==> src/logic/id_tracker_macros.svh <==
`ifndef ID_TRACKER_MACROS_SVH
`define ID_TRACKER_MACROS_SVH

// number of instruction ids in the pool
`define ID_DEPTH 8

// bits needed to name one id
`define ID_W ($clog2(`ID_DEPTH))

`endif

==> src/logic/id_tracker_pkg.sv <==
`default_nettype none

`include "id_tracker_macros.svh"

package id_tracker_pkg;

    // one instruction id
    typedef logic [`ID_W-1:0] id_t;

    // free pointer with one extra bit on top
    // top bit high while at least one id is free
    typedef logic [`ID_W:0] ptr_t;

    // four-phase req/ack handshake
    typedef enum logic [1:0] {
        HS_IDLE,
        HS_ACK,
        HS_WAIT_LOW
    } hs_state_t;

endpackage

`default_nettype wire

==> src/logic/id_stack.sv <==
`default_nettype none

`include "id_tracker_macros.svh"

module id_stack (
    input  logic                 clk,
    input  logic                 rst,
    input  logic                 issued,
    input  logic                 retired,
    input  logic                 store_committed,
    input  id_tracker_pkg::id_t  retired_id,
    input  id_tracker_pkg::id_t  store_id,
    input  logic [`ID_DEPTH-1:0] shift_bits,
    input  logic [`ID_DEPTH-1:0] store_shift_bits,
    output id_tracker_pkg::id_t  ordering [`ID_DEPTH-1:0],
    output id_tracker_pkg::id_t  ordering_post_store [`ID_DEPTH-1:0],
    output logic                 id_available,
    output logic                 empty,
    output id_tracker_pkg::id_t  next_id
);

    // ordered pool
    // positions at or below the pointer are free, above are in flight
    // higher position means older id
    id_tracker_pkg::id_t stack [`ID_DEPTH-1:0];
    id_tracker_pkg::id_t store_shift_in [`ID_DEPTH-1:0];
    id_tracker_pkg::id_t post_store [`ID_DEPTH-1:0];
    id_tracker_pkg::id_t retire_shift_in [`ID_DEPTH-1:0];
    id_tracker_pkg::id_t new_stack [`ID_DEPTH-1:0];

    id_tracker_pkg::ptr_t free_ptr;

    ////////////////////////////////////////////////////////////////////////////
    // two-stage shift

    always_comb begin
        // stage one is the store commit
        // returned id enters at the bottom, masked entries move up one
        store_shift_in[0] = store_id;
        for (int i = 1; i < `ID_DEPTH; i++) begin
            store_shift_in[i] = stack[i-1];
        end
        for (int i = 0; i < `ID_DEPTH; i++) begin
            if (store_committed && store_shift_bits[i]) begin
                post_store[i] = store_shift_in[i];
            end else begin
                post_store[i] = stack[i];
            end
        end
    end

    always_comb begin
        // stage two is the retirement
        // works on the post-store order
        retire_shift_in[0] = retired_id;
        for (int i = 1; i < `ID_DEPTH; i++) begin
            retire_shift_in[i] = post_store[i-1];
        end
        for (int i = 0; i < `ID_DEPTH; i++) begin
            if (retired && shift_bits[i]) begin
                new_stack[i] = retire_shift_in[i];
            end else begin
                new_stack[i] = post_store[i];
            end
        end
    end

    // identity order on reset
    // so the first ids out are known
    always_ff @(posedge clk) begin
        if (rst) begin
            for (int i = 0; i < `ID_DEPTH; i++) begin
                stack[i] <= id_tracker_pkg::id_t'(i);
            end
        end else begin
            stack <= new_stack;
        end
    end

    ////////////////////////////////////////////////////////////////////////////
    // free pointer

    // starts at the top entry
    // drops below zero in the low bits once the last id goes out
    always_ff @(posedge clk) begin
        if (rst) begin
            free_ptr <= '1;
        end else begin
            free_ptr <= free_ptr + id_tracker_pkg::ptr_t'(retired)
                      + id_tracker_pkg::ptr_t'(store_committed)
                      - id_tracker_pkg::ptr_t'(issued);
        end
    end

    assign next_id      = stack[free_ptr[`ID_W-1:0]];
    assign id_available = free_ptr[`ID_W];
    // all ones means every id sits in the free region
    assign empty        = &free_ptr;

    assign ordering            = stack;
    assign ordering_post_store = post_store;

endmodule

`default_nettype wire

==> src/logic/id_tracker_top.sv <==
`default_nettype none

`include "id_tracker_macros.svh"

module id_tracker_top (
    input  logic                clk,
    input  logic                rst,
    input  logic                issue_req,
    input  logic                retire_req,
    input  logic                store_req,
    input  id_tracker_pkg::id_t retire_id,
    input  id_tracker_pkg::id_t store_id,
    output logic                issue_ack,
    output logic                retire_ack,
    output logic                store_ack,
    output logic                id_available,
    output logic                empty,
    output id_tracker_pkg::id_t issue_id,
    output id_tracker_pkg::id_t oldest_id
);

    // one-cycle pulses from the ports
    logic issued;
    logic retired;
    logic store_committed;

    // ids held by the release ports
    id_tracker_pkg::id_t retired_id;
    id_tracker_pkg::id_t store_release_id;

    id_tracker_pkg::id_t next_id;
    id_tracker_pkg::id_t ordering [`ID_DEPTH-1:0];
    id_tracker_pkg::id_t ordering_post_store [`ID_DEPTH-1:0];

    logic [`ID_DEPTH-1:0] store_shift_bits;
    logic [`ID_DEPTH-1:0] shift_bits;

    ////////////////////////////////////////////////////////////////////////////
    // handshake ports

    issue_port issue_port0 (
        .clk          (clk),
        .rst          (rst),
        .issue_req    (issue_req),
        .id_available (id_available),
        .next_id      (next_id),
        .issue_ack    (issue_ack),
        .issued       (issued),
        .issue_id     (issue_id)
    );

    // retire from write-back
    release_port retire_port0 (
        .clk           (clk),
        .rst           (rst),
        .req           (retire_req),
        .req_id        (retire_id),
        .ack           (retire_ack),
        .release_pulse (retired),
        .release_id    (retired_id)
    );

    // committed stores
    release_port store_port0 (
        .clk           (clk),
        .rst           (rst),
        .req           (store_req),
        .req_id        (store_id),
        .ack           (store_ack),
        .release_pulse (store_committed),
        .release_id    (store_release_id)
    );

    ////////////////////////////////////////////////////////////////////////////
    // shift masks and stack

    // store mask on the current order
    shift_mask_gen store_mask0 (
        .ordering (ordering),
        .id       (store_release_id),
        .mask     (store_shift_bits)
    );

    // retire mask on the order after the store shift
    shift_mask_gen retire_mask0 (
        .ordering (ordering_post_store),
        .id       (retired_id),
        .mask     (shift_bits)
    );

    id_stack id_stack0 (
        .clk                 (clk),
        .rst                 (rst),
        .issued              (issued),
        .retired             (retired),
        .store_committed     (store_committed),
        .retired_id          (retired_id),
        .store_id            (store_release_id),
        .shift_bits          (shift_bits),
        .store_shift_bits    (store_shift_bits),
        .ordering            (ordering),
        .ordering_post_store (ordering_post_store),
        .id_available        (id_available),
        .empty               (empty),
        .next_id             (next_id)
    );

    // top position holds the oldest in-flight id
    assign oldest_id = ordering[`ID_DEPTH-1];

endmodule

`default_nettype wire

==> src/logic/issue_port.sv <==
`default_nettype none

module issue_port (
    input  logic                clk,
    input  logic                rst,
    input  logic                issue_req,
    input  logic                id_available,
    input  id_tracker_pkg::id_t next_id,
    output logic                issue_ack,
    output logic                issued,
    output id_tracker_pkg::id_t issue_id
);

    id_tracker_pkg::hs_state_t state;
    id_tracker_pkg::hs_state_t state_next;

    // request accepted this cycle
    logic take;

    // no free id keeps the request waiting in idle
    assign take = (state == id_tracker_pkg::HS_IDLE) && issue_req && id_available;

    ////////////////////////////////////////////////////////////////////////////
    // handshake FSM

    always_comb begin
        state_next = state;
        unique case (state)
            id_tracker_pkg::HS_IDLE: begin
                if (take) begin
                    state_next = id_tracker_pkg::HS_ACK;
                end
            end
            id_tracker_pkg::HS_ACK: begin
                // req may already be gone
                if (issue_req) begin
                    state_next = id_tracker_pkg::HS_WAIT_LOW;
                end else begin
                    state_next = id_tracker_pkg::HS_IDLE;
                end
            end
            id_tracker_pkg::HS_WAIT_LOW: begin
                if (!issue_req) begin
                    state_next = id_tracker_pkg::HS_IDLE;
                end
            end
            default: state_next = id_tracker_pkg::HS_IDLE;
        endcase
    end

    always_ff @(posedge clk) begin
        if (rst) begin
            state <= id_tracker_pkg::HS_IDLE;
        end else begin
            state <= state_next;
        end
    end

    // id held for the whole ack phase
    always_ff @(posedge clk) begin
        if (take) begin
            issue_id <= next_id;
        end
    end

    // pulse only in the first ack cycle
    assign issued    = (state == id_tracker_pkg::HS_ACK);
    assign issue_ack = (state != id_tracker_pkg::HS_IDLE);

endmodule

`default_nettype wire

==> src/logic/release_port.sv <==
`default_nettype none

module release_port (
    input  logic                clk,
    input  logic                rst,
    input  logic                req,
    input  id_tracker_pkg::id_t req_id,
    output logic                ack,
    output logic                release_pulse,
    output id_tracker_pkg::id_t release_id
);

    id_tracker_pkg::hs_state_t state;
    id_tracker_pkg::hs_state_t state_next;

    // no back-pressure so any request in idle is taken
    logic take;

    assign take = (state == id_tracker_pkg::HS_IDLE) && req;

    always_comb begin
        state_next = state;
        unique case (state)
            id_tracker_pkg::HS_IDLE: begin
                if (take) begin
                    state_next = id_tracker_pkg::HS_ACK;
                end
            end
            id_tracker_pkg::HS_ACK: begin
                if (req) begin
                    state_next = id_tracker_pkg::HS_WAIT_LOW;
                end else begin
                    state_next = id_tracker_pkg::HS_IDLE;
                end
            end
            id_tracker_pkg::HS_WAIT_LOW: begin
                // hold ack until the env lets go
                if (!req) begin
                    state_next = id_tracker_pkg::HS_IDLE;
                end
            end
            default: state_next = id_tracker_pkg::HS_IDLE;
        endcase
    end

    always_ff @(posedge clk) begin
        if (rst) begin
            state <= id_tracker_pkg::HS_IDLE;
        end else begin
            state <= state_next;
        end
    end

    // captured on the rising request
    always_ff @(posedge clk) begin
        if (take) begin
            release_id <= req_id;
        end
    end

    assign release_pulse = (state == id_tracker_pkg::HS_ACK);
    assign ack           = (state != id_tracker_pkg::HS_IDLE);

endmodule

`default_nettype wire

==> src/logic/shift_mask_gen.sv <==
`default_nettype none

`include "id_tracker_macros.svh"

module shift_mask_gen (
    input  id_tracker_pkg::id_t  ordering [`ID_DEPTH-1:0],
    input  id_tracker_pkg::id_t  id,
    output logic [`ID_DEPTH-1:0] mask
);

    // one-hot position of id in the ordering
    logic [`ID_DEPTH-1:0] match;

    always_comb begin
        for (int i = 0; i < `ID_DEPTH; i++) begin
            match[i] = (ordering[i] == id);
        end
    end

    // mask covers the match and everything below it
    // scan from the top and keep the bit once set
    always_comb begin
        logic hit;
        hit = 1'b0;
        for (int i = `ID_DEPTH - 1; i >= 0; i--) begin
            hit     = hit | match[i];
            mask[i] = hit;
        end
    end

endmodule

`default_nettype wire

==> config.mk <==
export PLATFORM = sky130hd
export DESIGN_NAME = id_tracker_top
export DESIGN_NICKNAME = d
export VERILOG_FILES = /design/src/logic/id_tracker_pkg.sv /design/src/logic/id_stack.sv /design/src/logic/id_tracker_top.sv /design/src/logic/issue_port.sv /design/src/logic/release_port.sv /design/src/logic/shift_mask_gen.sv
export VERILOG_INCLUDE_DIRS = /design/src /design/src/logic
export SDC_FILE = /design/constraint.sdc
export NUM_CORES = 1
export LEC_CHECK = 0
export BUFFER_PORTS_ARGS = -buffer_cell sky130_fd_sc_hd__buf_2
export CAP_MARGIN = 25
export CORE_MARGIN = 2
export CORE_UTILIZATION = 40
export DETAILED_ROUTE_END_ITERATION = 8
export PLACE_DENSITY = 0.63
export SYNTH_ARGS = -nofsm -noshare
export SYNTH_HDL_FRONTEND = slang
export SYNTH_HIERARCHICAL = 1
export SYNTH_SLANG_ARGS = --single-unit
==> constraint.sdc <==
create_clock -name clk -period 2.9 [get_ports clk]
set_input_delay 0.29 -clock clk [delete_from_list [all_inputs] [get_ports clk]]
set_output_delay 0.29 -clock clk [all_outputs]
set_load 0.01 [all_outputs]
After elaboration in Yosys (flattened, before gate mapping). Index checks and enable logic that the tools add are counted. W data, S select, Z words.

Bits in registers: 43. Bits in latches: 0. RAM bits: 0. Memory bits (read-only): 0. Input bits: 11. Output and inout port bits: 11. Word-level logic and storage cells: 121. Memories kept: 0.

Add/subtract/negate cells: 3. Multiply operators: 0. Div/mod/pow operators: 0. Magnitude comparators: 1. Equality and inequality tests: 28. Shifts and indexed selects: 0. Multiplexer cells: 30. Bitwise gates (word level): 14. Reduce and logical (&&, ||, !) cells: 30.

Operators by type and width (count): $mux W3 (17); $eq A3 B3 Y1 (16); $logic_and A1 B1 Y1 (20); $mux W2 (9); $pmux W2 S3 (3); $or A1 B1 Y1 (14); $bmux W3 S3 (1); $add A4 B1 Y4 (2); $eq A2 B1 Y1 const B (3); $eq A2 B2 Y1 const B (3); $logic_not A2 Y1 (3); $ne A2 B1 Y1 const B (3); $ne A2 B2 Y1 const B (3); $reduce_and A2 Y1 (3); $reduce_bool A2 Y1 (3); $lt A3 B4 Y1 const B (1); $reduce_and A4 Y1 (1); $sub A4 B1 Y4 (1).

Longest topological paths before layout. Gate-level depths: netlist (run 1).

Word-level depth: 14. Mapped depth: 16. Mapped depth without buffers: 15.

By module. The synthesis (run 1) kept the hierarchy.

By module, submodules not included: id_stack (times used 1, cells each 187, area an instance 1670.4 µm², seq. area each 560.5 µm²); shift_mask_gen (times used 2, cells each 42, area an instance 336.6 µm², seq. area each 0.0 µm²); release_port (times used 2, cells each 13, area an instance 180.2 µm², seq. area each 130.1 µm²); issue_port (times used 1, cells each 12, area an instance 181.4 µm², seq. area each 130.1 µm²).

Least setup slack after synthesis (run 1). Ideal clock, no wire load.

Kind: reg2reg. Start: reg store_port0.release_id[0]. End: reg id_stack0.stack, in the netlist id_stack0/ordering[5]. Library setup time: 0.075 ns. Arrival: 2.783 ns. Required time: 2.825 ns. Setup slack: 0.042 ns. Cell stages (with the launch flop): 16. Path buffers: 1. Clock period less this slack: 2.858 ns. Cells stage by stage: edfxtp_1 buf_6 xor2_1 nor3_2 a31oi_2 o311a_2 inv_1 nand2_1 mux2i_1 inv_1 xor2_1 o311a_2 nand3_1 nand2_1 or2_2 o22ai_1.

RTL lines: from (decl) (RTL line release_port.sv:10) `output id_tracker_pkg::id_t release_id`; from (signal assigned) (RTL line release_port.sv:57) `release_id <= req_id;`; to (signal, indexed assignment) (RTL line id_stack.sv:73) `stack[i] <= id_tracker_pkg::id_t'(i);`; to (signal assigned) (RTL line id_stack.sv:76) `stack <= new_stack;`; to (decl) (RTL line id_stack.sv:25) `` id_tracker_pkg::id_t stack [`ID_DEPTH-1:0]; ``.

==> summary.md, run 1 <==
| Metric | Value |
|---|---|
| Post-synthesis mux area share | 0.139 |
| Worst slew margin | 0.567 |
| First-pass GRT wire length | 10800 microns |
| Synth warn | 6 |
| Maxcap violations | 0 |
| Worst-Margin Slew | 0.650 ns |
| Total Power Consumption | 2.08 mW |
| Chip width | 88.9 microns |
| Initial drt markers | 110 |
| Largest net degree at the start of global routing | 36 |
| Post-Place Setup Slack | -0.112 ns |
| Failing checks | setup timing |
| Clock period minus worst slack | 3.05 ns |
| Post-DR vias/cell | 4.97 |
| Post-Syn Area | 2890 sq um |
| Maximum clock rate | 0.328 GHz |
| Die area | 7910 sq um |
| FF/Latch Area | 951 sq um |
| Hold crit path type | primary input to flop |
| Routability congestion estimate | 0.922 |
| Peak supply drop | 0.223 mV |
| XOR/XNOR Fraction of Synth Area | 0.158 |
| Compound-Gate Fraction of Synth Area | 0.0945 |
| Clk root buf | clkbuf_8 |
| DRC viols | 0 |
| Post-synth EDFFs | 9 |
| Filler Cells Inserted | 636 |
| CTS sink cnt | 43 |
| Largest family of logic cells by synthesized area | simple AND/OR/NAND/NOR gates |
| Sequential element share of the synthesized area | 0.330 |
| Crit. End Element | flop |
| Multi-input logic area | 1910 sq um |
| Crit share post-route | 1.05 |
| Crit path DAT | 3.27 ns |
| Critical Path Start Type | flop |
| Unique cell type count in the Yosys netlist | 35 |
| Vias in the first global route | 2290 |
| Antenna violations before repair | 0 |
| Gr usage total | 0.180 |
| Hold Buf Count CTS | 0 |
| Hold Fails Final Rpt | 0 |
| CTS tree | built |
| Syn Nets | 326 |
| Num CTS Buffers | 5 |
| Leak | 1.67 nW |
| Core Box Area | 6870 sq um |
| 1st-pass router iterations | 4 |
| Post-layout nets | 391 |
| Setup slack after layout | -0.149 ns |
| PortBufs | 21 |
| Post-DRT Antenna Nets | 0 |
| Share of layout cells above drive strength 1 | 0.373 |
| Fin. max-slew vios | 0 |
| Clk_skew | 0.00836 ns |
| Final WL | 6990 microns |
| Critical path required time | 3.12 ns |
| Mean post-synth cell area | 9.34 sq um |
| Initial core utilization | 0.420 |
| Ant diodes | 0 |
| Vias | 2341 |
| Hold slack final | 0.158 ns |
| Critical Path Fanout Max | 5 |
| P per Cell Area | 563 nW/um^2 |
| Top Ports | 22 |
| Worst-skew pair later-pin latency | 0.30 ns |
| Total grt overflow | 0 |
| Wire per inst | 14.8 microns |
| Yosys reg bits | 43 |
| Final Setup Violations | 10 |
| Row cnt | 30 |
| Max clock buf depth | 2 |
| H-Tree Depth | 2 |
| Status | finished, violations left |
| Area Growth Syn to Fin | 27.9% |
| Simple-gate area share of the yosys netlist | 0.163 |
| Async S/R FF share, synth | 0 |
| Util after Layout | 0.537 |
| Die H | 88.9 microns |
| CTS clock-pin slew for the worst setup and hold paths | 0.08 ns |
| Post-synthesis adder-cell area fraction | 0.0312 |
| Critical path class | flop to flop |
| Setup TNS | -0.963 ns |
| Post-Syn Instances | 309 |
| Final HPWL DP | 4970 microns |
| RSZ-0062 raised after global routing | yes |
| Main flop type after synthesis | dfxtp_1 |
==> critical path, cell delays in order (launching register included) <==
cell and delay (ns):
edfxtp_1 0.49, buf_4 0.19, xnor2_1 0.12, a31oi_2 0.18
o311a_4 0.27, inv_2 0.06, nand2_4 0.10, mux2i_4 0.26
inv_2 0.05, xor2_1 0.15, o311a_4 0.45, nand4_1 0.13
nand2_2 0.12, buf_6 0.17, a211oi_2 0.22
==> metal layers <==
| metal | vias to the layer above | routed length, microns | track usage |
|---|---|---|---|
| met4 | 0 | 148 | 0.0828 |
| met2 | 44 | 3480 | 0.308 |
| met3 | 14 | 204 | 0.0305 |
| met5 | - | 0 | 0 |
| met1 | 1119 | 3150 | 0.220 |
| li1 | 1164 | - | - |
==> cell type report <==
type	count	area share
flip-flops and latches	43	0.258
multi-input cells	217	0.518
clock buffers	8	0.0217
well taps	96	0.0326
inverters	36	0.0366
repair buffers	71	0.133
==> worst paths after layout <==
kind / to / cells after the start / from / slack, ns
setup / recovery: id_stack0/ordering[1]$_SDFF_PP0_ / 14 / store_port0/release_id[0]$_DFFE_PP_ / -0.15
hold reg to reg: issue_port0/state[0]$_SDFFE_PP0P_ / 2 / id_stack0/free_ptr[3]$_SDFF_PP1_ / 0.51
hold / removal: retire_port0/release_id[1]$_DFFE_PP_ / 1 / retire_id[1] / 0.16
setup reg to reg: id_stack0/ordering[1]$_SDFF_PP0_ / 14 / store_port0/release_id[0]$_DFFE_PP_ / -0.15
==> what timing repair did <==
item                                    in CTS  in global routing
endpoints found under the setup margin      11                 21
resized for setup                            9                 43
setup buffers                                5                 12
pin swaps                                   11                 18
==> cell families (layout without fill, tap and decap cells) <==
| group | after synthesis | in the layout |
|---|---|---|
| xor gates and xnor gates | 52 | 52 |
| and+or+nand+nor | 91 | 91 |
| adders and majority gates | 6 | 6 |
| AOI/OAI and AO/OA | 38 | 38 |
| DFF | 43 | 43 |
| muxes | 30 | 30 |
| buffers and inverters | 49 | 115 |
==> stage by stage <==
| step | area [sq um] | cells |
|---|---|---|
| after CTS | 3410 | 460 |
| after global routing | 3690 | 471 |
| after detailed placement | 3260 | 447 |
| after global placement | 3260 | 447 |
| final | 3690 | 471 |
| after floorplan | 2890 | 309 |
==> state kept, by name, summed over array words and instances, names as in the netlist <==
register and flops:
store_port0/release_id 3, issue_port0/state 2, retire_port0/state 2, issue_port0/issue_id 3, store_port0/state 2, id_stack0/free_ptr 4
id_stack0/ordering 24, retire_port0/release_id 3
==> power by group <==
group / total [mW] / switching (mW) / internal, mW
clock: 0.374 / 0.203 / 0.171
sequential: 0.819 / 0.119 / 0.700
combinational: 0.884 / 0.422 / 0.462
==> placed cells by master (no fill, tap or decap), drive strengths merged, types with 5 or more instances in the layout <==
cell type | Yosys | routed
xnor2 | 33 | 33
nor3 | 5 | 5
mux4 | 6 | 6
dfxtp | 34 | 34
nand3 | 9 | 9
o22ai | 9 | 9
or2 | 10 | 10
clkbuf | 4 | 8
a22oi | 9 | 9
a21oi | 8 | 8
nand2 | 31 | 31
inv | 36 | 36
nand2b | 10 | 10
mux2i | 21 | 21
edfxtp | 9 | 9
buf | 9 | 71
nor2 | 18 | 18
xor2 | 19 | 19
==> cell usage after synthesis (4+ instances only) <==
master / count / share of area
a22oi_1: 9 / 0.023
xor2_1: 19 / 0.058
edfxtp_1: 9 / 0.094
clkbuf_1: 4 / 0.0052
inv_1: 36 / 0.047
nor2_1: 16 / 0.021
nand2b_1: 10 / 0.022
a21oi_1: 8 / 0.014
or2_2: 7 / 0.015
nand2_1: 31 / 0.040
dfxtp_1: 34 / 0.24
o22ai_1: 9 / 0.020
nand3_1: 9 / 0.016
xnor2_1: 33 / 0.10
mux4_1: 6 / 0.055
buf_6: 7 / 0.027
ha_1: 4 / 0.017
mux2i_1: 21 / 0.073
Power figures use the tool's default switching activity.
==> run 2, diff against run 1 <==
PLACE_DENSITY = 0.61   (was 0.63)
clock period = 3.29 ns   (was 2.9 ns; I/O delays follow)
==> summary.md, run 2 (synthesis gave the netlist of run 1 again) <==
| Metric | Value |
|---|---|
| Worst path slowest cell | edfxtp_1 (unchanged) |
| Post-DR vias/cell | 4.98 (was 4.97) |
| Top Ports | 22 (unchanged) |
| Crit. End Element | flop (unchanged) |
| Total grt overflow | 0 (unchanged) |
| Non-Filler Instances | 441 (was 471) |
| Status | finished, final reports clean (was finished, violations left) |
| Vias | 2195 (was 2341) |
| Area Growth Syn to Fin | 13.5% (was 27.9%) |
| Setup TNS | 0 ns (was -0.963 ns) |
| Worst-skew pair later-pin latency | 0.30 ns (about the same) |
| Post-DRT Antenna Nets | 0 (unchanged) |
| CTS sink cnt | 43 (unchanged) |
| Worst-path cell chain | xor2_1 > nor3_2 > a31oi_2 > o311a_4 > inv_1 > nand2_2 > mux2i_1 > inv_1 > xor2_1 > o311a_4 > nand2_1 > nand2_1 > or2_2 > o22ai_1 (was buf_4 > xnor2_1 > a31oi_2 > o311a_4 > inv_2 > nand2_4 > mux2i_4 > inv_2 > xor2_1 > o311a_4 > nand4_1 > nand2_2 > buf_6 > a211oi_2) |
| Util after Layout | 0.477 (was 0.537) |
| Critical path required time | 3.50 ns (was 3.12 ns) |
| H-Tree Depth | 2 (unchanged) |
| Leak | 1.50 nW (was 1.67 nW) |
| FF/Latch Area | 951 sq um (unchanged) |
| Buffers & Inverters on Critical Path | 2 (was 4) |
| DRC viols | 0 (unchanged) |
| Multi-input logic area | 1730 sq um (was 1910 sq um) |
| Max reg flops | 24 (unchanged) |
| End of the worst register-to-register path | id_stack0/ordering[8]$_SDFF_PP0_ (was id_stack0/ordering[1]$_SDFF_PP0_) |
| Delay of the slowest critical-path stage | 0.52 ns (was 0.49 ns) |
| Commonest non-fill, non-tap cell in the layout | inv_1 (was buf_4) |
| Crit path DAT | 3.33 ns (was 3.27 ns) |
| P per Cell Area | 516 nW/um^2 (was 563 nW/um^2) |
| Peak supply drop | 0.329 mV (was 0.223 mV) |
| 1st-pass router iterations | 4 (unchanged) |
| CTS tree | built (unchanged) |
| Vias in the first global route | 2189 (was 2290) |
| Critical Path Sink | id_stack0/ordering[8]$_SDFF_PP0_ (was id_stack0/ordering[1]$_SDFF_PP0_) |
| Critical Path Start Type | flop (unchanged) |
| Critical path class | flop to flop (unchanged) |
| Die area | 7910 sq um (unchanged) |
| Grt peak-use layer | met2 (unchanged) |
| Post-layout nets | 361 (was 391) |
| Worst slew margin | 0.608 (was 0.567) |
| Worst R2R Setup Slack | 0.18 ns (was -0.15 ns) |
| Setup slack after layout | 0.178 ns (was -0.149 ns) |
| CTS clock-pin slew for the worst setup and hold paths | 0.08 ns (about the same) |
| Post-Place Cells | 428 (was 447) |
| Fin. max-slew vios | 0 (unchanged) |
| First-pass GRT wire length | 10600 microns (was 10800 microns) |
| Final Setup Violations | 0 (was 10) |
| Initial core utilization | 0.420 (unchanged) |
| CP Launch Point | store_port0/release_id[1]$_DFFE_PP_ (was store_port0/release_id[0]$_DFFE_PP_) |
| Initial drt markers | 77 (was 110) |
| Clock period minus worst slack | 3.11 ns (was 3.05 ns) |
| Max clock buf depth | 2 (unchanged) |
| Share of layout cells above drive strength 1 | 0.229 (was 0.373) |
| Row cnt | 30 (unchanged) |
| Hold Fails Final Rpt | 0 (unchanged) |
| Met2 layer usage reported by global route | 0.303 (was 0.308) |
| Num CTS Buffers | 5 (unchanged) |
| R2R cell count | 14 (unchanged) |
| Wire per inst | 14.4 microns (was 14.8 microns) |
| Final HPWL DP | 4800 microns (was 4970 microns) |
| Final WL | 6370 microns (was 6990 microns) |
| Die H | 88.9 microns (unchanged) |
| Critical Path Fanout Max | 5 (unchanged) |
| Filler Cells Inserted | 647 (was 636) |
| Maximum clock rate | 0.321 GHz (was 0.328 GHz) |
| Critical path's top delay family | compound AO/OA/AOI/OAI gates (unchanged) |
| Gr usage total | 0.176 (was 0.180) |
| PortBufs | 21 (unchanged) |
| Chip width | 88.9 microns (unchanged) |
| Clk root buf | clkbuf_8 (unchanged) |
| Critical R2R Launch | store_port0/release_id[1]$_DFFE_PP_ (was store_port0/release_id[0]$_DFFE_PP_) |
| Total Power Consumption | 1.69 mW (was 2.08 mW) |
| Hold crit path type | primary input to flop (unchanged) |
| Core Box Area | 6870 sq um (unchanged) |
| Met1 Use GR | 0.221 (was 0.220) |
| Ant diodes | 0 (unchanged) |
| Maxcap violations | 0 (unchanged) |
| Grt met3 use | 0.0277 (was 0.0305) |
| Clk_skew | 0.00984 ns (was 0.00836 ns) |
| Worst-Margin Slew | 0.588 ns (was 0.650 ns) |
| Critical path depth | 14 (unchanged) |
| Routability congestion estimate | 0.805 (was 0.922) |
| Most frequent cells in the layout | 36 x inv_1, 34 x dfxtp_1, 33 x xnor2_1 (was 47 x buf_4, 34 x dfxtp_1, 33 x inv_1) |
| Crit share post-route | 0.946 (was 1.05) |
| Post-Place Setup Slack | 0.168 ns (was -0.112 ns) |
| Largest net degree at the start of global routing | 36 (unchanged) |
| Antenna violations before repair | 0 (unchanged) |
run 2: changes by cell type in the layout (fill, tap and decap cells not counted), moves of 3 or more:
cell / previous run / this run
a211oi_1: 0 / 3
a211oi_2: 3 / 0
buf_4: 47 / 20
buf_6: 3 / 0
inv_1: 33 / 36
inv_2: 3 / 0
mux2i_1: 13 / 19
mux2i_2: 7 / 2
nand2_1: 23 / 29
nand2_4: 4 / 0
o22ai_1: 6 / 9
o22ai_2: 3 / 0
run 2: cell type report:
cell class | instances | share of cell area
Sequential cell | 43 | 0.290
Clock buffer | 6 | 0.0222
Clock inverter | 2 | 0.00382
Timing Repair Buffer | 41 | 0.0780
Multi-Input combinational cell | 217 | 0.528
Inverter | 36 | 0.0413
Tap cell | 96 | 0.0367
run 2: routing by layer:
metal,wire length (microns),share of wire
met4,136,0.021
met1,2910,0.46
met2,3120,0.49
met3,203,0.032
met5,0,0
run 2: worst min-delay path by stage:
stage	from	end	slack, ns	cells past startpoint
floorplan	rst	issue_port0/state[0]$_SDFFE_PP0P_	0.40	1
global placement	id_stack0/free_ptr[3]$_SDFF_PP1_	issue_port0/state[0]$_SDFFE_PP0P_	0.49	2
detailed placement	id_stack0/free_ptr[3]$_SDFF_PP1_	issue_port0/state[0]$_SDFFE_PP0P_	0.50	2
CTS	retire_id[1]	retire_port0/release_id[1]$_DFFE_PP_	0.19	1
global route	retire_id[2]	retire_port0/release_id[2]$_DFFE_PP_	0.19	1
finish	retire_id[1]	retire_port0/release_id[1]$_DFFE_PP_	0.20	1
run 2: power breakdown:
part           switching (mW)  internal [mW]  leakage (nW)  total [mW]
sequential              0.103          0.617         0.363       0.720
clock                   0.182          0.148        0.0412       0.331
combinational           0.317          0.324          1.09       0.641
run 2: metrics by stage:
step,hold slack (ns),area [sq um]
floorplan,0.399,2890
global placement,0.491,3110
detailed placement,0.498,3110
CTS,0.193,3200
global route,0.187,3270
finish,0.204,3270
run 2: worst reg2reg max path, cell delays in order (launching register included):
cell and delay, ns:
edfxtp_1 0.52, xor2_1 0.24, nor3_2 0.08, a31oi_2 0.22
o311a_4 0.25, inv_1 0.05, nand2_2 0.12, mux2i_1 0.31
inv_1 0.09, xor2_1 0.16, o311a_4 0.36, nand2_1 0.10
nand2_1 0.08, or2_2 0.31, o22ai_1 0.15
run 2: what timing repair did:
item                       in CTS  in global routing
resized for setup               0                  7
buffers inserted                0                  5
setup endpoints to repair       0                 10
hold buffers                    0                  0
==> run 3, diff against run 2 <==
PLACE_DENSITY = not set   (was 0.61)
PLACE_DENSITY_LB_ADDON = 0.12   (was not set)
RECOVER_POWER = 50   (was not set)
==> summary.md, run 3 (synthesis gave the netlist of run 1 again) <==
| Metric | Value |
|---|---|
| Routability congestion estimate | 0.847 (was 0.805) |
| Area Growth Syn to Fin | 12.3% (was 13.5%) |
| Largest net degree at the start of global routing | 36 (unchanged) |
| Delay of the slowest critical-path stage | 0.49 ns (was 0.52 ns) |
| Vias in the first global route | 2177 (was 2189) |
| RSZ-0062 raised after global routing | no |
| 1st-pass router iterations | 4 (unchanged) |
| Multi-input logic area | 1710 sq um (was 1730 sq um) |
| Ant diodes | 0 (unchanged) |
| Sw Share | 0.357 (was 0.356) |
| Worst slew margin | 0.0746 (was 0.608) |
| Post-DRT Antenna Nets | 0 (unchanged) |
| Crit path DAT | 3.26 ns (was 3.33 ns) |
| Critical path required time | 3.49 ns (was 3.50 ns) |
| Buffers & Inverters on Critical Path | 1 (was 2) |
| Clk_skew | 0.00638 ns (was 0.00984 ns) |
| Flop pwr share | 0.426 (about the same) |
| CTS clock-pin slew for the worst setup and hold paths | 0.09 ns (was 0.08 ns) |
| Commonest non-fill, non-tap cell in the layout | inv_1 (unchanged) |
| Non-Filler Instances | 441 (unchanged) |
| Top Ports | 22 (unchanged) |
| Fin. max-slew vios | 0 (unchanged) |
| Initial drt markers | 98 (was 77) |
| CTS tree | built (unchanged) |
| Power share of the combinational group | 0.374 (was 0.379) |
| Power share of the clock group | 0.199 (was 0.195) |
| Post-layout nets | 361 (unchanged) |
| Core Box Area | 6870 sq um (unchanged) |
| Post-Place Cells | 428 (unchanged) |
| Initial core utilization | 0.420 (unchanged) |
| First-pass GRT wire length | 10500 microns (was 10600 microns) |
| PortBufs | 21 (unchanged) |
| Most frequent cells in the layout | 36 x inv_1, 34 x dfxtp_1, 33 x xnor2_1 (unchanged) |
| Clock period minus worst slack | 3.07 ns (was 3.11 ns) |
| Critical path class | flop to flop (unchanged) |
| Wire per inst | 14.9 microns (was 14.4 microns) |
| Num CTS Buffers | 5 (unchanged) |
| Chip width | 88.9 microns (unchanged) |
| NetSw | 0.600 mW (was 0.602 mW) |
| Critical path's top delay family | compound AO/OA/AOI/OAI gates (unchanged) |
| Maxcap violations | 0 (unchanged) |
| Worst-path cell chain | xor2_1 > nor3_2 > a31oi_2 > o311a_4 > nand2_1 > nand2_1 > mux2i_2 > inv_1 > xnor2_1 > a31oi_1 > nand4_1 > nand2_1 > nor2_1 > a211oi_1 (was xor2_1 > nor3_2 > a31oi_2 > o311a_4 > inv_1 > nand2_2 > mux2i_1 > inv_1 > xor2_1 > o311a_4 > nand2_1 > nand2_1 > or2_2 > o22ai_1) |
| FF/Latch Area | 951 sq um (unchanged) |
| Worst path most repeated cell | nand2_1 |
| Worst-Margin Slew | 1.39 ns (was 0.588 ns) |
| P per Cell Area | 518 nW/um^2 (was 516 nW/um^2) |
| Setup TNS | 0 ns (unchanged) |
| Worst-skew pair later-pin latency | 0.30 ns (about the same) |
| Design internal power | 1.08 mW (was 1.09 mW) |
| Leak | 1.46 nW (was 1.50 nW) |
| Max reg flops | 24 (unchanged) |
| DRC viols | 0 (unchanged) |
| Crit. End Element | flop (unchanged) |
| Row cnt | 30 (unchanged) |
| Gr usage total | 0.178 (was 0.176) |
| Status | finished, final reports clean (unchanged) |
| Final Setup Violations | 0 (unchanged) |
| Peak supply drop | 0.219 mV (was 0.329 mV) |
| R2R cell count | 14 (unchanged) |
| Critical Path Start Type | flop (unchanged) |
| Antenna violations before repair | 0 (unchanged) |
| Vias | 2194 (was 2195) |
| Post-DR vias/cell | 4.98 (about the same) |
| Critical Path Fanout Max | 6 (was 5) |
| Clk root buf | clkbuf_8 (unchanged) |
| Worst path slowest cell | edfxtp_1 (unchanged) |
| Maximum clock rate | 0.326 GHz (was 0.321 GHz) |
| Critical path depth | 14 (unchanged) |
| Die H | 88.9 microns (unchanged) |
| Share of layout cells above drive strength 1 | 0.177 (was 0.229) |
| Die area | 7910 sq um (unchanged) |
| Final WL | 6580 microns (was 6370 microns) |
| Hold crit path type | primary input to flop (unchanged) |
| H-Tree Depth | 2 (unchanged) |
| CTS sink cnt | 43 (unchanged) |
| Filler Cells Inserted | 670 (was 647) |
| Final HPWL DP | 4980 microns (was 4800 microns) |
| Crit share post-route | 0.933 (was 0.946) |
| WHS Path Cells | 1 (unchanged) |
| Max clock buf depth | 2 (unchanged) |
| Hold Fails Final Rpt | 0 (unchanged) |
| Total grt overflow | 0 (unchanged) |
[run 3: cell types whose count changed in the layout (fill, tap and decap cells not counted), moves of 3 or more]
cell,previous run,this run
or2_4,3,0
clkbuf_1,1,13
or2_0,0,3
buf_2,21,10
[run 3: timing repair]
item,in CTS,in global routing
hold buffers,0,0
setup buffers,0,5
endpoints found under the setup margin,0,10
resized for setup,0,5
[run 3: cell type report]
cell class,instances,area share
repair buffers,41,0.0745
multi-input cells,217,0.528
inverters,36,0.0417
clock inverters,1,0.00154
flip-flops and latches,43,0.293
clock buffers,7,0.0236
well taps,96,0.0371
[run 3: power groups by stage]
stage	Combinational [mW]	Sequential (mW)	Clock [mW]
after floorplan	0.500	0.686	0
after global placement	0.612	0.732	0
after detailed placement	0.612	0.732	0
after CTS	0.617	0.719	0.343
after global routing	0.705	0.730	0.362
final	0.629	0.716	0.335
[run 3: worst paths after layout]
kind,startpoint,end,slack (ns)
worst max-delay path,store_port0/release_id[1]$_DFFE_PP_,id_stack0/ordering[1]$_SDFF_PP0_,0.22
worst min-delay path,retire_id[2],retire_port0/release_id[2]$_DFFE_PP_,0.20
worst max register to register,store_port0/release_id[1]$_DFFE_PP_,id_stack0/ordering[1]$_SDFF_PP0_,0.22
worst min register to register,id_stack0/free_ptr[3]$_SDFF_PP1_,issue_port0/state[0]$_SDFFE_PP0P_,0.50
[run 3: worst register-to-register path, delay by kind of cell (launching register included)]
| kind | cells | cell delay [ns] |
|---|---|---|
| AOI/OAI and AO/OA | 4 | 1.00 |
| and+or+nand+nor | 6 | 0.74 |
| DFF | 1 | 0.49 |
| muxes | 1 | 0.31 |
| xor gates and xnor gates | 2 | 0.33 |
| buffers and inverters | 1 | 0.08 |
[run 3: per-stage QoR]
stage                     utilization  power, mW  cell area, sq um  setup slack (ns)  hold WS (ns)
final                           0.472       1.68              3240             0.222         0.205
after global placement          0.453       1.34              3110             0.215         0.494
after global routing            0.472       1.80              3240           0.00481         0.188
after floorplan                     -       1.19              2890             0.432         0.399
after CTS                       0.465       1.68              3200             0.149         0.194
after detailed placement        0.453       1.34              3110             0.170         0.496
[run 3: per-layer routing]
layer	part of all wire	track usage	vias to the layer above
li1	-	-	1109
met1	0.47	0.227	1052
met2	0.49	0.310	27
met3	0.026	0.0323	6
met4	0.0096	0.0475	0
met5	0	0	-
